<file path="config.mk">
export PLATFORM = sky130hd
export DESIGN_NAME = buffer_share_top
export DESIGN_NICKNAME = d
export VERILOG_FILES = /design/src/buffer_share_pkg.sv /design/src/buf_own_if.sv /design/src/app_data_arb.sv /design/src/buf_owner_arb.sv /design/src/buffer_share_top.sv /design/src/rx_size_monitor.sv /design/src/tx_msg_source.sv
export SDC_FILE = /design/constraint.sdc
export NUM_CORES = 1
export LEC_CHECK = 0
export BUFFER_PORTS_ARGS = -buffer_cell sky130_fd_sc_hd__buf_2
export CORE_MARGIN = 2
export CORE_UTILIZATION = 47
export DETAILED_ROUTE_END_ITERATION = 7
export GPL_TIMING_DRIVEN = 0
export PLACE_DENSITY = 0.84
export SLEW_MARGIN = 20
export SYNTH_ARGS = -nofsm -noshare
export SYNTH_HDL_FRONTEND = slang
export SYNTH_SLANG_ARGS = --single-unit
</file>
<file path="constraint.sdc">
create_clock -name clk -period 3.4 [get_ports clk]
set_clock_uncertainty 0.2 [all_clocks]
set_input_delay 0.17 -clock clk [delete_from_list [all_inputs] [get_ports clk]]
set_output_delay 0.17 -clock clk [all_outputs]
set_load 0.1 [all_outputs]
</file>
<file path="src/buffer_share_pkg.sv">
package buffer_share_pkg;

    // ********************************************************
    // Ownership encodings
    // ********************************************************

    // Current owner of a shared buffer
    typedef enum logic {
        OWNER_IP  = 1'b0,
        OWNER_CPU = 1'b1
    } buf_owner_e;

    // App-data arbiter state
    typedef enum logic [1:0] {
        GRANT_NONE = 2'b00,
        GRANT_IP   = 2'b01,
        GRANT_CPU  = 2'b10
    } app_grant_e;

    // ********************************************************
    // Buffer geometry
    // ********************************************************

    localparam int RXBUF_AW = 6;
    localparam int TXBUF_AW = 6;
    localparam int BUF_DW   = 32;

    // Size word carries the received length in its upper half
    localparam logic [RXBUF_AW-1:0] RX_SIZE_WORD_ADDR = RXBUF_AW'(1);
    localparam int                  RX_SIZE_W         = 16;

    // LED bands
    localparam logic [RX_SIZE_W-1:0] LED_R_MAX = RX_SIZE_W'(10);
    localparam logic [RX_SIZE_W-1:0] LED_G_MAX = RX_SIZE_W'(20);

    // ********************************************************
    // TX message source
    // ********************************************************

    localparam int TX_HOLD_CYCLES = 24;
    localparam int TX_HOLD_W      = 5;
    localparam int TX_MSG_LEN     = 5;

    localparam logic [BUF_DW-1:0] TX_MSG_WORDS [TX_MSG_LEN] = '{
        32'h0a01a8c0,
        32'h045704d2,
        32'h00000007,
        32'h626f6f66,
        32'h000a7261
    };

endpackage

</file>
<file path="src/buf_own_if.sv">
interface buf_own_if;

    logic ip_grant;
    logic cpu_grant;
    logic cpu_rel;
    logic ip_rel;

    // Arbiter side
    modport arb (
        output ip_grant,
        output cpu_grant,
        input  cpu_rel,
        input  ip_rel
    );

    // Local agent side
    modport cpu (
        input  cpu_grant,
        output cpu_rel
    );

endinterface

</file>
<file path="src/app_data_arb.sv">
module app_data_arb (
    input  logic clk,
    input  logic rst_n,
    input  logic i_ip_req,
    input  logic i_ip_rel,
    input  logic i_cpu_req,
    input  logic i_cpu_rel,
    output logic o_ip_grant,
    output logic o_cpu_grant
);

    import buffer_share_pkg::*;

    app_grant_e state_q;

    always_ff @(posedge clk) begin
        if (!rst_n) begin
            state_q <= GRANT_NONE;
        end else begin
            case (state_q)
                GRANT_NONE: begin
                    // IP wins a tie
                    if (i_ip_req) begin
                        state_q <= GRANT_IP;
                    end else if (i_cpu_req) begin
                        state_q <= GRANT_CPU;
                    end
                end
                GRANT_IP: begin
                    if (i_ip_rel) begin
                        state_q <= GRANT_NONE;
                    end
                end
                GRANT_CPU: begin
                    if (i_cpu_rel) begin
                        state_q <= GRANT_NONE;
                    end
                end
                default: state_q <= GRANT_NONE;
            endcase
        end
    end

    assign o_ip_grant  = (state_q == GRANT_IP);
    assign o_cpu_grant = (state_q == GRANT_CPU);

endmodule

</file>
<file path="src/buf_owner_arb.sv">
module buf_owner_arb #(
    parameter buffer_share_pkg::buf_owner_e RESET_OWNER = buffer_share_pkg::OWNER_IP
) (
    input  logic      clk,
    input  logic      rst_n,
    buf_own_if.arb    own
);

    import buffer_share_pkg::*;

    buf_owner_e owner_q;

    // Only the current owner may hand the buffer over
    always_ff @(posedge clk) begin
        if (!rst_n) begin
            owner_q <= RESET_OWNER;
        end else begin
            case (owner_q)
                OWNER_IP: begin
                    if (own.ip_rel) begin
                        owner_q <= OWNER_CPU;
                    end
                end
                OWNER_CPU: begin
                    if (own.cpu_rel) begin
                        owner_q <= OWNER_IP;
                    end
                end
                default: owner_q <= RESET_OWNER;
            endcase
        end
    end

    assign own.ip_grant  = (owner_q == OWNER_IP);
    assign own.cpu_grant = (owner_q == OWNER_CPU);

endmodule

</file>
<file path="src/buffer_share_top.sv">
module buffer_share_top (
    input  logic                                 clk,
    input  logic                                 rst_n,

    input  logic                                 i_app_ip_req,
    input  logic                                 i_app_ip_rel,
    input  logic                                 i_app_cpu_req,
    input  logic                                 i_app_cpu_rel,
    output logic                                 o_app_ip_grant,
    output logic                                 o_app_cpu_grant,

    input  logic                                 i_rxbuf_ip_rel,
    input  logic [buffer_share_pkg::RXBUF_AW-1:0] i_rxbuf_addr,
    input  logic                                 i_rxbuf_ce,
    input  logic                                 i_rxbuf_we,
    input  logic [buffer_share_pkg::BUF_DW-1:0]   i_rxbuf_wdata,
    output logic                                 o_rxbuf_ip_grant,

    input  logic                                 i_txbuf_ip_rel,
    input  logic [buffer_share_pkg::TXBUF_AW-1:0] i_txbuf_addr,
    output logic [buffer_share_pkg::BUF_DW-1:0]   o_txbuf_rdata,
    output logic                                 o_txbuf_ip_grant,

    output logic                                 o_led_r,
    output logic                                 o_led_g,
    output logic                                 o_led_b
);

    import buffer_share_pkg::*;

    // ********************************************************
    // App-data arbiter
    // ********************************************************

    app_data_arb u_app_arb (
        .clk         (clk),
        .rst_n       (rst_n),
        .i_ip_req    (i_app_ip_req),
        .i_ip_rel    (i_app_ip_rel),
        .i_cpu_req   (i_app_cpu_req),
        .i_cpu_rel   (i_app_cpu_rel),
        .o_ip_grant  (o_app_ip_grant),
        .o_cpu_grant (o_app_cpu_grant)
    );

    // ********************************************************
    // RX buffer owned by the IP side out of reset
    // ********************************************************

    buf_own_if rx_own ();

    assign rx_own.ip_rel    = i_rxbuf_ip_rel;
    assign o_rxbuf_ip_grant = rx_own.ip_grant;

    buf_owner_arb #(
        .RESET_OWNER (OWNER_IP)
    ) u_rx_arb (
        .clk   (clk),
        .rst_n (rst_n),
        .own   (rx_own.arb)
    );

    rx_size_monitor u_rx_mon (
        .clk           (clk),
        .rst_n         (rst_n),
        .i_rxbuf_addr  (i_rxbuf_addr),
        .i_rxbuf_ce    (i_rxbuf_ce),
        .i_rxbuf_we    (i_rxbuf_we),
        .i_rxbuf_wdata (i_rxbuf_wdata),
        .own           (rx_own.cpu),
        .o_led_r       (o_led_r),
        .o_led_g       (o_led_g),
        .o_led_b       (o_led_b)
    );

    // ********************************************************
    // TX buffer owned by the CPU side out of reset
    // ********************************************************

    buf_own_if tx_own ();

    assign tx_own.ip_rel    = i_txbuf_ip_rel;
    assign o_txbuf_ip_grant = tx_own.ip_grant;

    buf_owner_arb #(
        .RESET_OWNER (OWNER_CPU)
    ) u_tx_arb (
        .clk   (clk),
        .rst_n (rst_n),
        .own   (tx_own.arb)
    );

    tx_msg_source u_tx_src (
        .clk           (clk),
        .rst_n         (rst_n),
        .i_txbuf_addr  (i_txbuf_addr),
        .own           (tx_own.cpu),
        .o_txbuf_rdata (o_txbuf_rdata)
    );

endmodule

</file>
<file path="src/rx_size_monitor.sv">
module rx_size_monitor (
    input  logic                                 clk,
    input  logic                                 rst_n,
    input  logic [buffer_share_pkg::RXBUF_AW-1:0] i_rxbuf_addr,
    input  logic                                 i_rxbuf_ce,
    input  logic                                 i_rxbuf_we,
    input  logic [buffer_share_pkg::BUF_DW-1:0]   i_rxbuf_wdata,
    buf_own_if.cpu                               own,
    output logic                                 o_led_r,
    output logic                                 o_led_g,
    output logic                                 o_led_b
);

    import buffer_share_pkg::*;

    logic [RX_SIZE_W-1:0] rx_size_q;
    logic                 cpu_rel_q;
    logic                 size_wr;

    assign size_wr = i_rxbuf_ce && i_rxbuf_we && (i_rxbuf_addr == RX_SIZE_WORD_ADDR);

    always_ff @(posedge clk) begin
        if (!rst_n) begin
            rx_size_q <= '0;
            cpu_rel_q <= 1'b0;
        end else begin
            // Hand the buffer straight back
            cpu_rel_q <= own.cpu_grant;
            if (size_wr) begin
                rx_size_q <= i_rxbuf_wdata[BUF_DW-1 -: RX_SIZE_W];
            end
        end
    end

    assign own.cpu_rel = cpu_rel_q;

    // Zero lights nothing
    assign o_led_r = (rx_size_q != '0) && (rx_size_q <= LED_R_MAX);
    assign o_led_g = (rx_size_q > LED_R_MAX) && (rx_size_q <= LED_G_MAX);
    assign o_led_b = (rx_size_q > LED_G_MAX);

endmodule

</file>
<file path="src/tx_msg_source.sv">
module tx_msg_source (
    input  logic                                 clk,
    input  logic                                 rst_n,
    input  logic [buffer_share_pkg::TXBUF_AW-1:0] i_txbuf_addr,
    buf_own_if.cpu                               own,
    output logic [buffer_share_pkg::BUF_DW-1:0]   o_txbuf_rdata
);

    import buffer_share_pkg::*;

    logic [BUF_DW-1:0]    msg_word;
    logic [BUF_DW-1:0]    rdata_q;
    logic [TX_HOLD_W-1:0] hold_cnt_q;
    logic                 cpu_rel_q;

    // ********************************************************
    // Message lookup
    // ********************************************************

    always_comb begin
        msg_word = '0;
        for (int i = 0; i < TX_MSG_LEN; i++) begin
            if (i_txbuf_addr == TXBUF_AW'(i)) begin
                msg_word = TX_MSG_WORDS[i];
            end
        end
    end

    // ********************************************************
    // Hold period while the CPU side owns the buffer
    // ********************************************************

    always_ff @(posedge clk) begin
        if (!rst_n) begin
            rdata_q    <= '0;
            hold_cnt_q <= '0;
            cpu_rel_q  <= 1'b0;
        end else begin
            rdata_q <= msg_word;
            if (own.cpu_grant) begin
                hold_cnt_q <= hold_cnt_q + 1'b1;
            end else begin
                hold_cnt_q <= '0;
            end
            // One-cycle pulse at end of hold
            cpu_rel_q <= own.cpu_grant && (hold_cnt_q == TX_HOLD_W'(TX_HOLD_CYCLES - 1));
        end
    end

    assign own.cpu_rel   = cpu_rel_q;
    assign o_txbuf_rdata = rdata_q;

endmodule
</file>
==> results_dict.tcl, run 1 <==
set metrics [dict create \
    setup_viol 0 \
    cts.path.max_buffers 2 \
    hold_buffers 32 \
    fin_crit_sh_pct 73.0 \
    grt_pass1_vias 1565 \
    syn2layout_area_growth_pct 46.7 \
    endpoint_kind "primary output" \
    grt_use_total_pct 20.1 \
    period_needed_ns 2.48 \
    initial_core_util_pct 50.4 \
    rsz0062_at_grt "false" \
    drc 0 \
    core_area_sq_mm 0.00342 \
    cp_num_buf_inv 1 \
    dpl_cell_area_sq_mm 0.00215 \
    synth-seq-cells 42 \
    required_ns 3.03 \
    clock-root-buffer "clkbuf_4" \
    synth.distinct_cells 36 \
    cp-start-kind "flop" \
    numCtsBuffers 5 \
    totalWireLength_um 3830 \
    drt-initial-drc-count 77 \
    final_common_cell "buf_2" \
    fp.dieH_um 64.5 \
    netlist_instances 189 \
    synth-main-ff-cell "dfxtp_1" \
    cts_htree_levels 2 \
    portBuffers 69 \
    critPathMaxFanout 3 \
    via_per_inst 4.67 \
    holdWs_ns 0.0327 \
    post_cts_buffers 0 \
    grtUsageMet1_pct 18.9 \
    detail-route-antenna-nets 0 \
    fmax_mhz 403 \
    routabilityCongestion 0.709 \
    status "finished, final reports clean" \
    firstDrtPassIters 4 \
    p_per_area_mw_per_mm2 364 \
    fin_setup_tns_ns 0 \
    ios 93 \
    grt_pass1_wl_um 6490 \
    design_area_sq_mm 0.00252 \
    synth_edf_count 0 \
    layout-drive-gt1-share_pct 33.8 \
    synth_warnings 0 \
    die_area_sq_mm 0.00416 \
    ctsResizeCount 0 \
    ff2ff_setup_slack_ns 1.29 \
    nets 356 \
    cpPeakStageDelay_ns 0.50 \
    synth_area_leaders "dfxtp_1 (49%), mux2i_1 (9.3%), nand2_1 (8.1%)" \
    path_class "flop to primary output" \
    dp_hpwl_um 2460 \
    worstPathCellList "nor4_1, nand3_1, a2111oi_2, buf_2" \
    avgSynthCellArea_sq_um 9.11 \
    mostFrequentLayoutCells "buf_2 (71), dfxtp_1 (42), nand2_1 (37)" \
    final-hold-violation-count 0 \
    syn_area_sq_mm 0.00172 \
    grt_max_degree 15 \
    cp_slowest_cell "buf_2" \
    finalPower_uw 920 \
    die_x_um 64.5 \
    rows 21 \
    vias 1624 \
    busiest_layer "met2" \
    cellLeakagePower_uw 0.00123 \
    n_antenna_cell 0 \
    ir_drop_mv 0.230 \
    async_reset_ff_share_pct 0 \
    hold_path_class "input pin to flop" \
    drv_cap 0 \
    synth_top_area_share_pct 48.8 \
    cp.arrival_ns 2.11 \
    cts_tree "built" \
    antenna_found_initial 0 \
    clkSinkCount 42 \
    grt_util_met3_pct 6.25 \
    clk_latency_ns 0.35 \
    yosysTopAreaCell "dfxtp_1" \
    grt-ovfl-total 0 \
    wl_per_cell_um 11.0 \
    grtUsageMet2_pct 39.3 \
    path_clk_slew_ns 0.12 \
    critPathTopFamily "simple AND/OR/NAND/NOR gates" \
    yosysSeqAreaShare_pct 48.8 \
    maxSlewViolCount 0 \
]
## report_power, final
part / internal [uW] / switching, uW / total (uW)
combinational: 64.9 / 109 / 174
clock: 80.4 / 158 / 239
sequential: 501 / 5.72 / 507
## kinds of logic (layout without fill, tap and decap cells)
kind of cell / count (synthesis) / after routing / share of synthesized area (%)
flops: 42 / 42 / 48.8
other cells: 1 / 5 / 0.218
compound gates: 14 / 14 / 5.31
fa+ha+maj: 1 / 1 / 0.727
mux: 16 / 16 / 9.30
simple gates: 82 / 82 / 22.7
xor+xnor: 4 / 4 / 2.04
buf+inv: 29 / 138 / 10.8
## cell type report
type                       instances  area, sq um
buffer                            26          175
clock buffer                       5         37.5
clock inverter                     3         21.3
fill                             264          891
inverter                           3         11.3
multi-input combinational        122          716
sequential                        42          841
tap                               46         57.6
timing repair buffer             101          666
## through the flow
step | setup WS [ns] | utilization (%) | cells
after floorplan | 0.0759 | - | 193
after CTS | 0.907 | 73.9 | 348
final | 0.919 | 73.9 | 348
after global routing | 0.813 | 73.9 | 348
after detailed placement | 1.32 | 62.8 | 308
after global placement | 1.36 | 62.8 | 308
## cell usage after synthesis, types with 3 or more instances
| master | count |
|---|---|
| buf_4 | 18 |
| nor4_1 | 3 |
| mux2i_1 | 16 |
| nor2b_1 | 5 |
| nand3_1 | 3 |
| nor2_1 | 16 |
| inv_1 | 3 |
| nand2_1 | 37 |
| dfxtp_1 | 42 |
| nor3_1 | 3 |
| a21oi_1 | 7 |
| clkbuf_1 | 5 |
## flip-flops by register name, summed over array words and instances, names as in the netlist
signal                  flops
u_rx_mon.rx_size_q         16
u_tx_src.o_txbuf_rdata     15
u_tx_src.hold_cnt_q         5
u_app_arb.state_q           2
u_rx_arb.own.cpu_grant      1
u_rx_mon.own.cpu_rel        1
u_tx_arb.own.cpu_grant      1
u_tx_src.own.cpu_rel        1
## path summary, 6_finish.rpt
check | start | endpoint | cells past startpoint
worst max-delay path | u_rx_mon.rx_size_q[8] | o_led_g | 4
worst min-delay path | i_txbuf_addr[4] | u_tx_src.o_txbuf_rdata[17] | 4
worst max register to register | u_app_arb.state_q[1] | u_app_arb.state_q[1] | 5
worst min register to register | u_tx_src.hold_cnt_q[0] | u_tx_src.hold_cnt_q[0] | 1
## layer usage
metal / vias to the layer above / routed length [um]
met3: 10 / 233
met2: 55 / 2120
li1: 828 / -
met5: - / 0
met4: 0 / 74
met1: 731 / 1400
## worst reg2reg max path, delay by kind of cell, from the launching register on
| kind | cells | cell delay (ns) |
|---|---|---|
| DFF | 1 | 0.40 |
| AOI/OAI and AO/OA | 1 | 0.05 |
| buffers and inverters | 2 | 1.11 |
| and+or+nand+nor | 2 | 0.30 |
No activity file was read; power rests on OpenSTA's default activity.
==> inputs of run 2 (changes only) <==
- CORE_UTILIZATION: 47 -> 40
- PLACE_DENSITY: 0.84 -> 0.76
- clock period: 3.4 -> 2.2 ns (I/O delays scaled with it)
==> run 2 against run 1 <==
Net effect: utilization down 9.2 points; sequential share of layout area shrank 1.3 points; wire length down 5.1%; sequential power increased by 54%; critical path type unchanged.
==> results_dict.tcl, run 2 (synthesis results as in run 1) <==
set metrics [dict create \
    drc 0 \
    p_sw_share_pct 26.1 \
    syn2layout_area_growth_pct 52.6 \
    dpl_cell_area_sq_mm 0.00217 \
    via_per_inst 4.49 \
    grt_max_degree 13 \
    layout-drive-gt1-share_pct 34.7 \
    final-hold-violation-count 0 \
    period_needed_ns 2.08 \
    initial_core_util_pct 42.4 \
    cp_slowest_cell "dfxtp_1" \
    ir_drop_mv 0.400 \
    portBuffers 69 \
    cts.path.max_buffers 2 \
    hold_path_class "input pin to flop" \
    status "finished, final reports clean" \
    grt_use_total_pct 15.7 \
    ios 93 \
    routabilityCongestion 0.745 \
    vias 1586 \
    endpoint_kind "primary output" \
    cellLeakagePower_uw 0.00127 \
    rows 23 \
    final_util_pct 64.8 \
    top_register "u_rx_mon.rx_size_q" \
    rsz0062_at_grt "false" \
    die_area_sq_mm 0.00484 \
    drt-initial-drc-count 50 \
    p_comb_share_pct 16.6 \
    cp_num_buf_inv 2 \
    worstPathCellList "nor4_2, nand3_1, buf_4, a2111oi_4, buf_6" \
    detail-route-antenna-nets 0 \
    critPathMaxFanout 3 \
    share_seq_of_total_power_pct 48.6 \
    holdWs_ns 0.0512 \
    cp.arrival_ns 1.77 \
    cts_tree "built" \
    numCtsBuffers 5 \
    setup_viol 0 \
    grt_pass1_wl_um 6240 \
    drv_cap 0 \
    antenna_found_initial 0 \
    maxSlewViolCount 0 \
    grt_pass1_vias 1519 \
    area.sequential_sq_um 841 \
    design_area_sq_mm 0.00263 \
    multi_input_area_sq_um 746 \
    critPathTopFamily "buffers and inverters" \
    clkSinkCount 42 \
    dp_hpwl_um 2380 \
    mostFrequentLayoutCells "buf_2 (69), dfxtp_1 (42), nand2_1 (37)" \
    clk_latency_ns 0.28 \
    nets 357 \
    fmax_mhz 480 \
    p_int_uw 1190 \
    core_area_sq_mm 0.00406 \
    firstDrtPassIters 4 \
    power_switching_uw 420 \
    final_common_cell "buf_2" \
    required_ns 1.89 \
    p_per_area_mw_per_mm2 613 \
    wl_per_cell_um 10.3 \
    n_antenna_cell 0 \
    fp.dieH_um 69.6 \
    cts_htree_levels 2 \
    path_clk_slew_ns 0.07 \
    cpPeakStageDelay_ns 0.33 \
    clock-root-buffer "clkbuf_8" \
    totalWireLength_um 3630 \
    die_x_um 69.6 \
    grt-ovfl-total 0 \
    power.clock.fraction_pct 34.8 \
    cp-start-kind "flop" \
    largest_reg_flops 16 \
    fin_crit_sh_pct 94.8 \
    n_fill_cell 338 \
    path_class "flop to primary output" \
]
-- run 2: worst paths after layout --
kind,cells past startpoint,slack (ns),start,to
max,5,0.12,u_rx_mon.rx_size_q[8],o_led_g
max reg2reg,5,0.14,u_app_arb.state_q[1],u_app_arb.state_q[1]
min,4,0.05,i_txbuf_addr[4],u_tx_src.o_txbuf_rdata[14]
min reg2reg,1,0.26,u_tx_src.hold_cnt_q[0],u_tx_src.hold_cnt_q[0]
-- run 2: cell type report --
cell class	instances	area share [%]
buffer	26	6.67
tap	50	2.38
clock buffer	8	4.19
inverter	3	0.429
multi-input combinational	122	28.4
timing repair buffer	102	26.0
sequential	42	32.0
-- run 2: power by group through the flow --
stage	registers, uW	clock network (uW)	logic (uW)
after floorplan	820	0	148
after global placement	799	0	218
after detailed placement	800	0	219
after CTS	782	576	265
after global routing	784	612	287
final	782	560	268
-- run 2: worst register-to-register path, cell delays in order, from the launching register on --
cell and delay [ns]:
dfxtp_1 0.38, nor2b_1 0.15, a21oi_1 0.05, dlygate4sd3_1 0.55, nor3_1 0.12, dlygate4sd3_1 0.56
-- run 2: through the flow --
step	cells	power [uW]	TNS (ns)	worst slack, ns
finish	353	1610	0	0.115
detailed placement	312	1020	0	0.143
global placement	312	1020	0	0.141
floorplan	193	967	-0.113	-0.113
global route	353	1680	0	0.0165
CTS	352	1620	0	0.00636
-- run 2: routing by layer --
metal / vias up / share of wire (%) / wire (um) / global-route usage [%]
li1: 823 / - / - / -
met1: 712 / 40 / 1460 / 16.4
met2: 49 / 53 / 1930 / 30.0
met3: 2 / 6.0 / 218 / 5.09
met4: 0 / 0.66 / 24 / 3.92
met5: - / 0 / 0 / 0
-- run 2: what timing repair did --
| item | 4_1_cts | 5_1_grt |
|---|---|---|
| pin swaps | 1 | 1 |
| gates resized for setup | 3 | 1 |
| setup buffers | 0 | 1 |
| setup endpoints to repair | 2 | 2 |
| hold buffers | 32 | 0 |
| hold endpoints to repair | 28 | 0 |
==> inputs of run 3 (changes only) <==
- HOLD_SLACK_MARGIN: unset -> 0.12
==> run 3 against run 2 <==
Net effect: die area is the same; cell area rose by 3.5%; utilization up 2.3 points; via count increased by 2.4%; critical endpoint is now u_tx_src.o_txbuf_rdata[6]; flip-flop and latch count is the same; first-iteration DRC count decreased by 16%; register-to-register slack about the same; sequential share of layout area down 1.1 points; non-clock buffer count increased by 9; worst setup slack worse by 0.035 ns; combinational power about the same; worst hold slack better by 0.10 ns.
==> results_dict.tcl, run 3 (synthesis results as in run 1) <==
set metrics [dict create \
    clkSinkCount 42 \
    fin_ws_ns 0.0805 \
    share_seq_of_total_power_pct 48.5 \
    totalWireLength_um 3770 \
    cp_slowest_cell "dlygate4sd3_1" \
    hold_path_class "input pin to flop" \
    cts_tree "built" \
    p_int_uw 1190 \
    numCtsBuffers 5 \
    power.clock.fraction_pct 34.7 \
    power_switching_uw 419 \
    syn2layout_area_growth_pct 58.0 \
    cpPeakStageDelay_ns 0.57 \
    rows 23 \
    required_ns 2.22 \
    mostFrequentLayoutCells "buf_2 (69), dfxtp_1 (42), dlygate4sd3_1 (40)" \
    fp.dieH_um 69.6 \
    critPathLaunch "i_txbuf_addr[4]" \
    nets 366 \
    min_path_cells 3 \
    die_x_um 69.6 \
    portBuffers 69 \
    vias 1624 \
    fmax_mhz 472 \
    final_common_cell "buf_2" \
    finalPower_uw 1610 \
    wl_per_cell_um 10.4 \
    clock-root-buffer "clkbuf_8" \
    path_class "input pin to flop" \
    r2r-end "u_app_arb.state_q[1]" \
    p_comb_share_pct 16.8 \
    status "finished, final reports clean" \
    endpoint_kind "flop" \
    largest_reg_flops 16 \
    cp-start-kind "input pin" \
    setup_viol 0 \
    worstPathCellList "dlygate4sd3_1, buf_2, or4b_1, buf_2, a211oi_1, dlygate4sd3_1" \
    ir_drop_mv 0.400 \
    grt_max_degree 13 \
    drc 0 \
    top_register "u_rx_mon.rx_size_q" \
    drt-initial-drc-count 42 \
    core_area_sq_mm 0.00406 \
    fin_crit_sh_pct 96.3 \
    final-hold-violation-count 0 \
    grt_use_total_pct 16.1 \
    cp.arrival_ns 2.14 \
    grt-ovfl-total 0 \
    p_per_area_mw_per_mm2 593 \
    p_sw_share_pct 26.0 \
    reg2reg_from "u_app_arb.state_q[1]" \
    grt_pass1_vias 1545 \
    initial_core_util_pct 42.4 \
    antenna_found_initial 0 \
    period_needed_ns 2.12 \
    dpl_cell_area_sq_mm 0.00217 \
    routabilityCongestion 0.745 \
    ios 93 \
    critPathMaxFanout 4 \
    layout.cells.non_filler 362 \
    post-place-ws_ns 0.143 \
    ff2ff_setup_slack_ns 0.14 \
    firstDrtPassIters 4 \
    clk_latency_ns 0.28 \
    dp_hpwl_um 2380 \
    path_clk_slew_ns 0.07 \
    layout-drive-gt1-share_pct 33.7 \
    cts_htree_levels 2 \
    via_per_inst 4.49 \
    placedCellCount 312 \
    die_area_sq_mm 0.00484 \
    maxSlewViolCount 0 \
    cellLeakagePower_uw 0.00132 \
    design_area_sq_mm 0.00272 \
    holdPathEnd "u_tx_arb.own.cpu_grant" \
    rr_worst_depth 5 \
    detail-route-antenna-nets 0 \
    final_util_pct 67.0 \
    drv_cap 0 \
    worstHoldStart "rst_n" \
    cts.path.max_buffers 2 \
    grt_pass1_wl_um 6420 \
    n_antenna_cell 0 \
]
## run 3: timing repair
item	4_1_cts	5_1_grt
pin swaps	1	1
buffers inserted	0	1
hold buffers	41	0
hold endpoints to repair	40	0
gates resized for setup	3	2
setup endpoints to repair	2	3
## run 3: layout make-up
cell class                      count  area (sq um)
Inverter                            3          11.3
Multi-Input combinational cell    122           746
Tap cell                           50          62.6
Buffer                             26           175
Fill cell                         335          1340
Sequential cell                    42           841
Clock buffer                        8           110
Timing Repair Buffer              111           774
## run 3: power groups by stage
stage	Sequential (uW)	Clock [uW]	Combinational, uW
finish	782	559	271
global route	784	613	290
CTS	782	576	268
detailed placement	800	0	219
global placement	799	0	218
floorplan	820	0	148
## run 3: through the flow
| stage | hold WS, ns | TNS (ns) |
|---|---|---|
| CTS | 0.143 | 0 |
| global route | 0.172 | -0.0371 |
| detailed placement | 0.127 | 0 |
| global placement | 0.118 | 0 |
| floorplan | 0.0125 | -0.113 |
| finish | 0.151 | 0 |
## run 3: how the worst max path moves through the flow
stage | end | slack (ns)
CTS | o_led_g | 0.006
global route | o_led_g | -0.04
finish | u_tx_src.o_txbuf_rdata[6] | 0.08
detailed placement | o_led_g | 0.14
floorplan | o_led_g | -0.11
global placement | o_led_g | 0.14
## run 3: critical path: cells and delay by family
| kind | cells | cell delay (ns) |
|---|---|---|
| AOI/OAI and AO/OA | 1 | 0.21 |
| buffers and inverters | 4 | 1.36 |
| and+or+nand+nor | 1 | 0.45 |
## run 3: layer usage
metal / part of all wire, % / vias up / GRT usage, %
li1: - / 843 / -
met1: 40 / 728 / 17.3
met2: 53 / 51 / 30.2
met3: 6.2 / 2 / 5.23
met4: 0.64 / 0 / 3.92
met5: 0 / - / 0
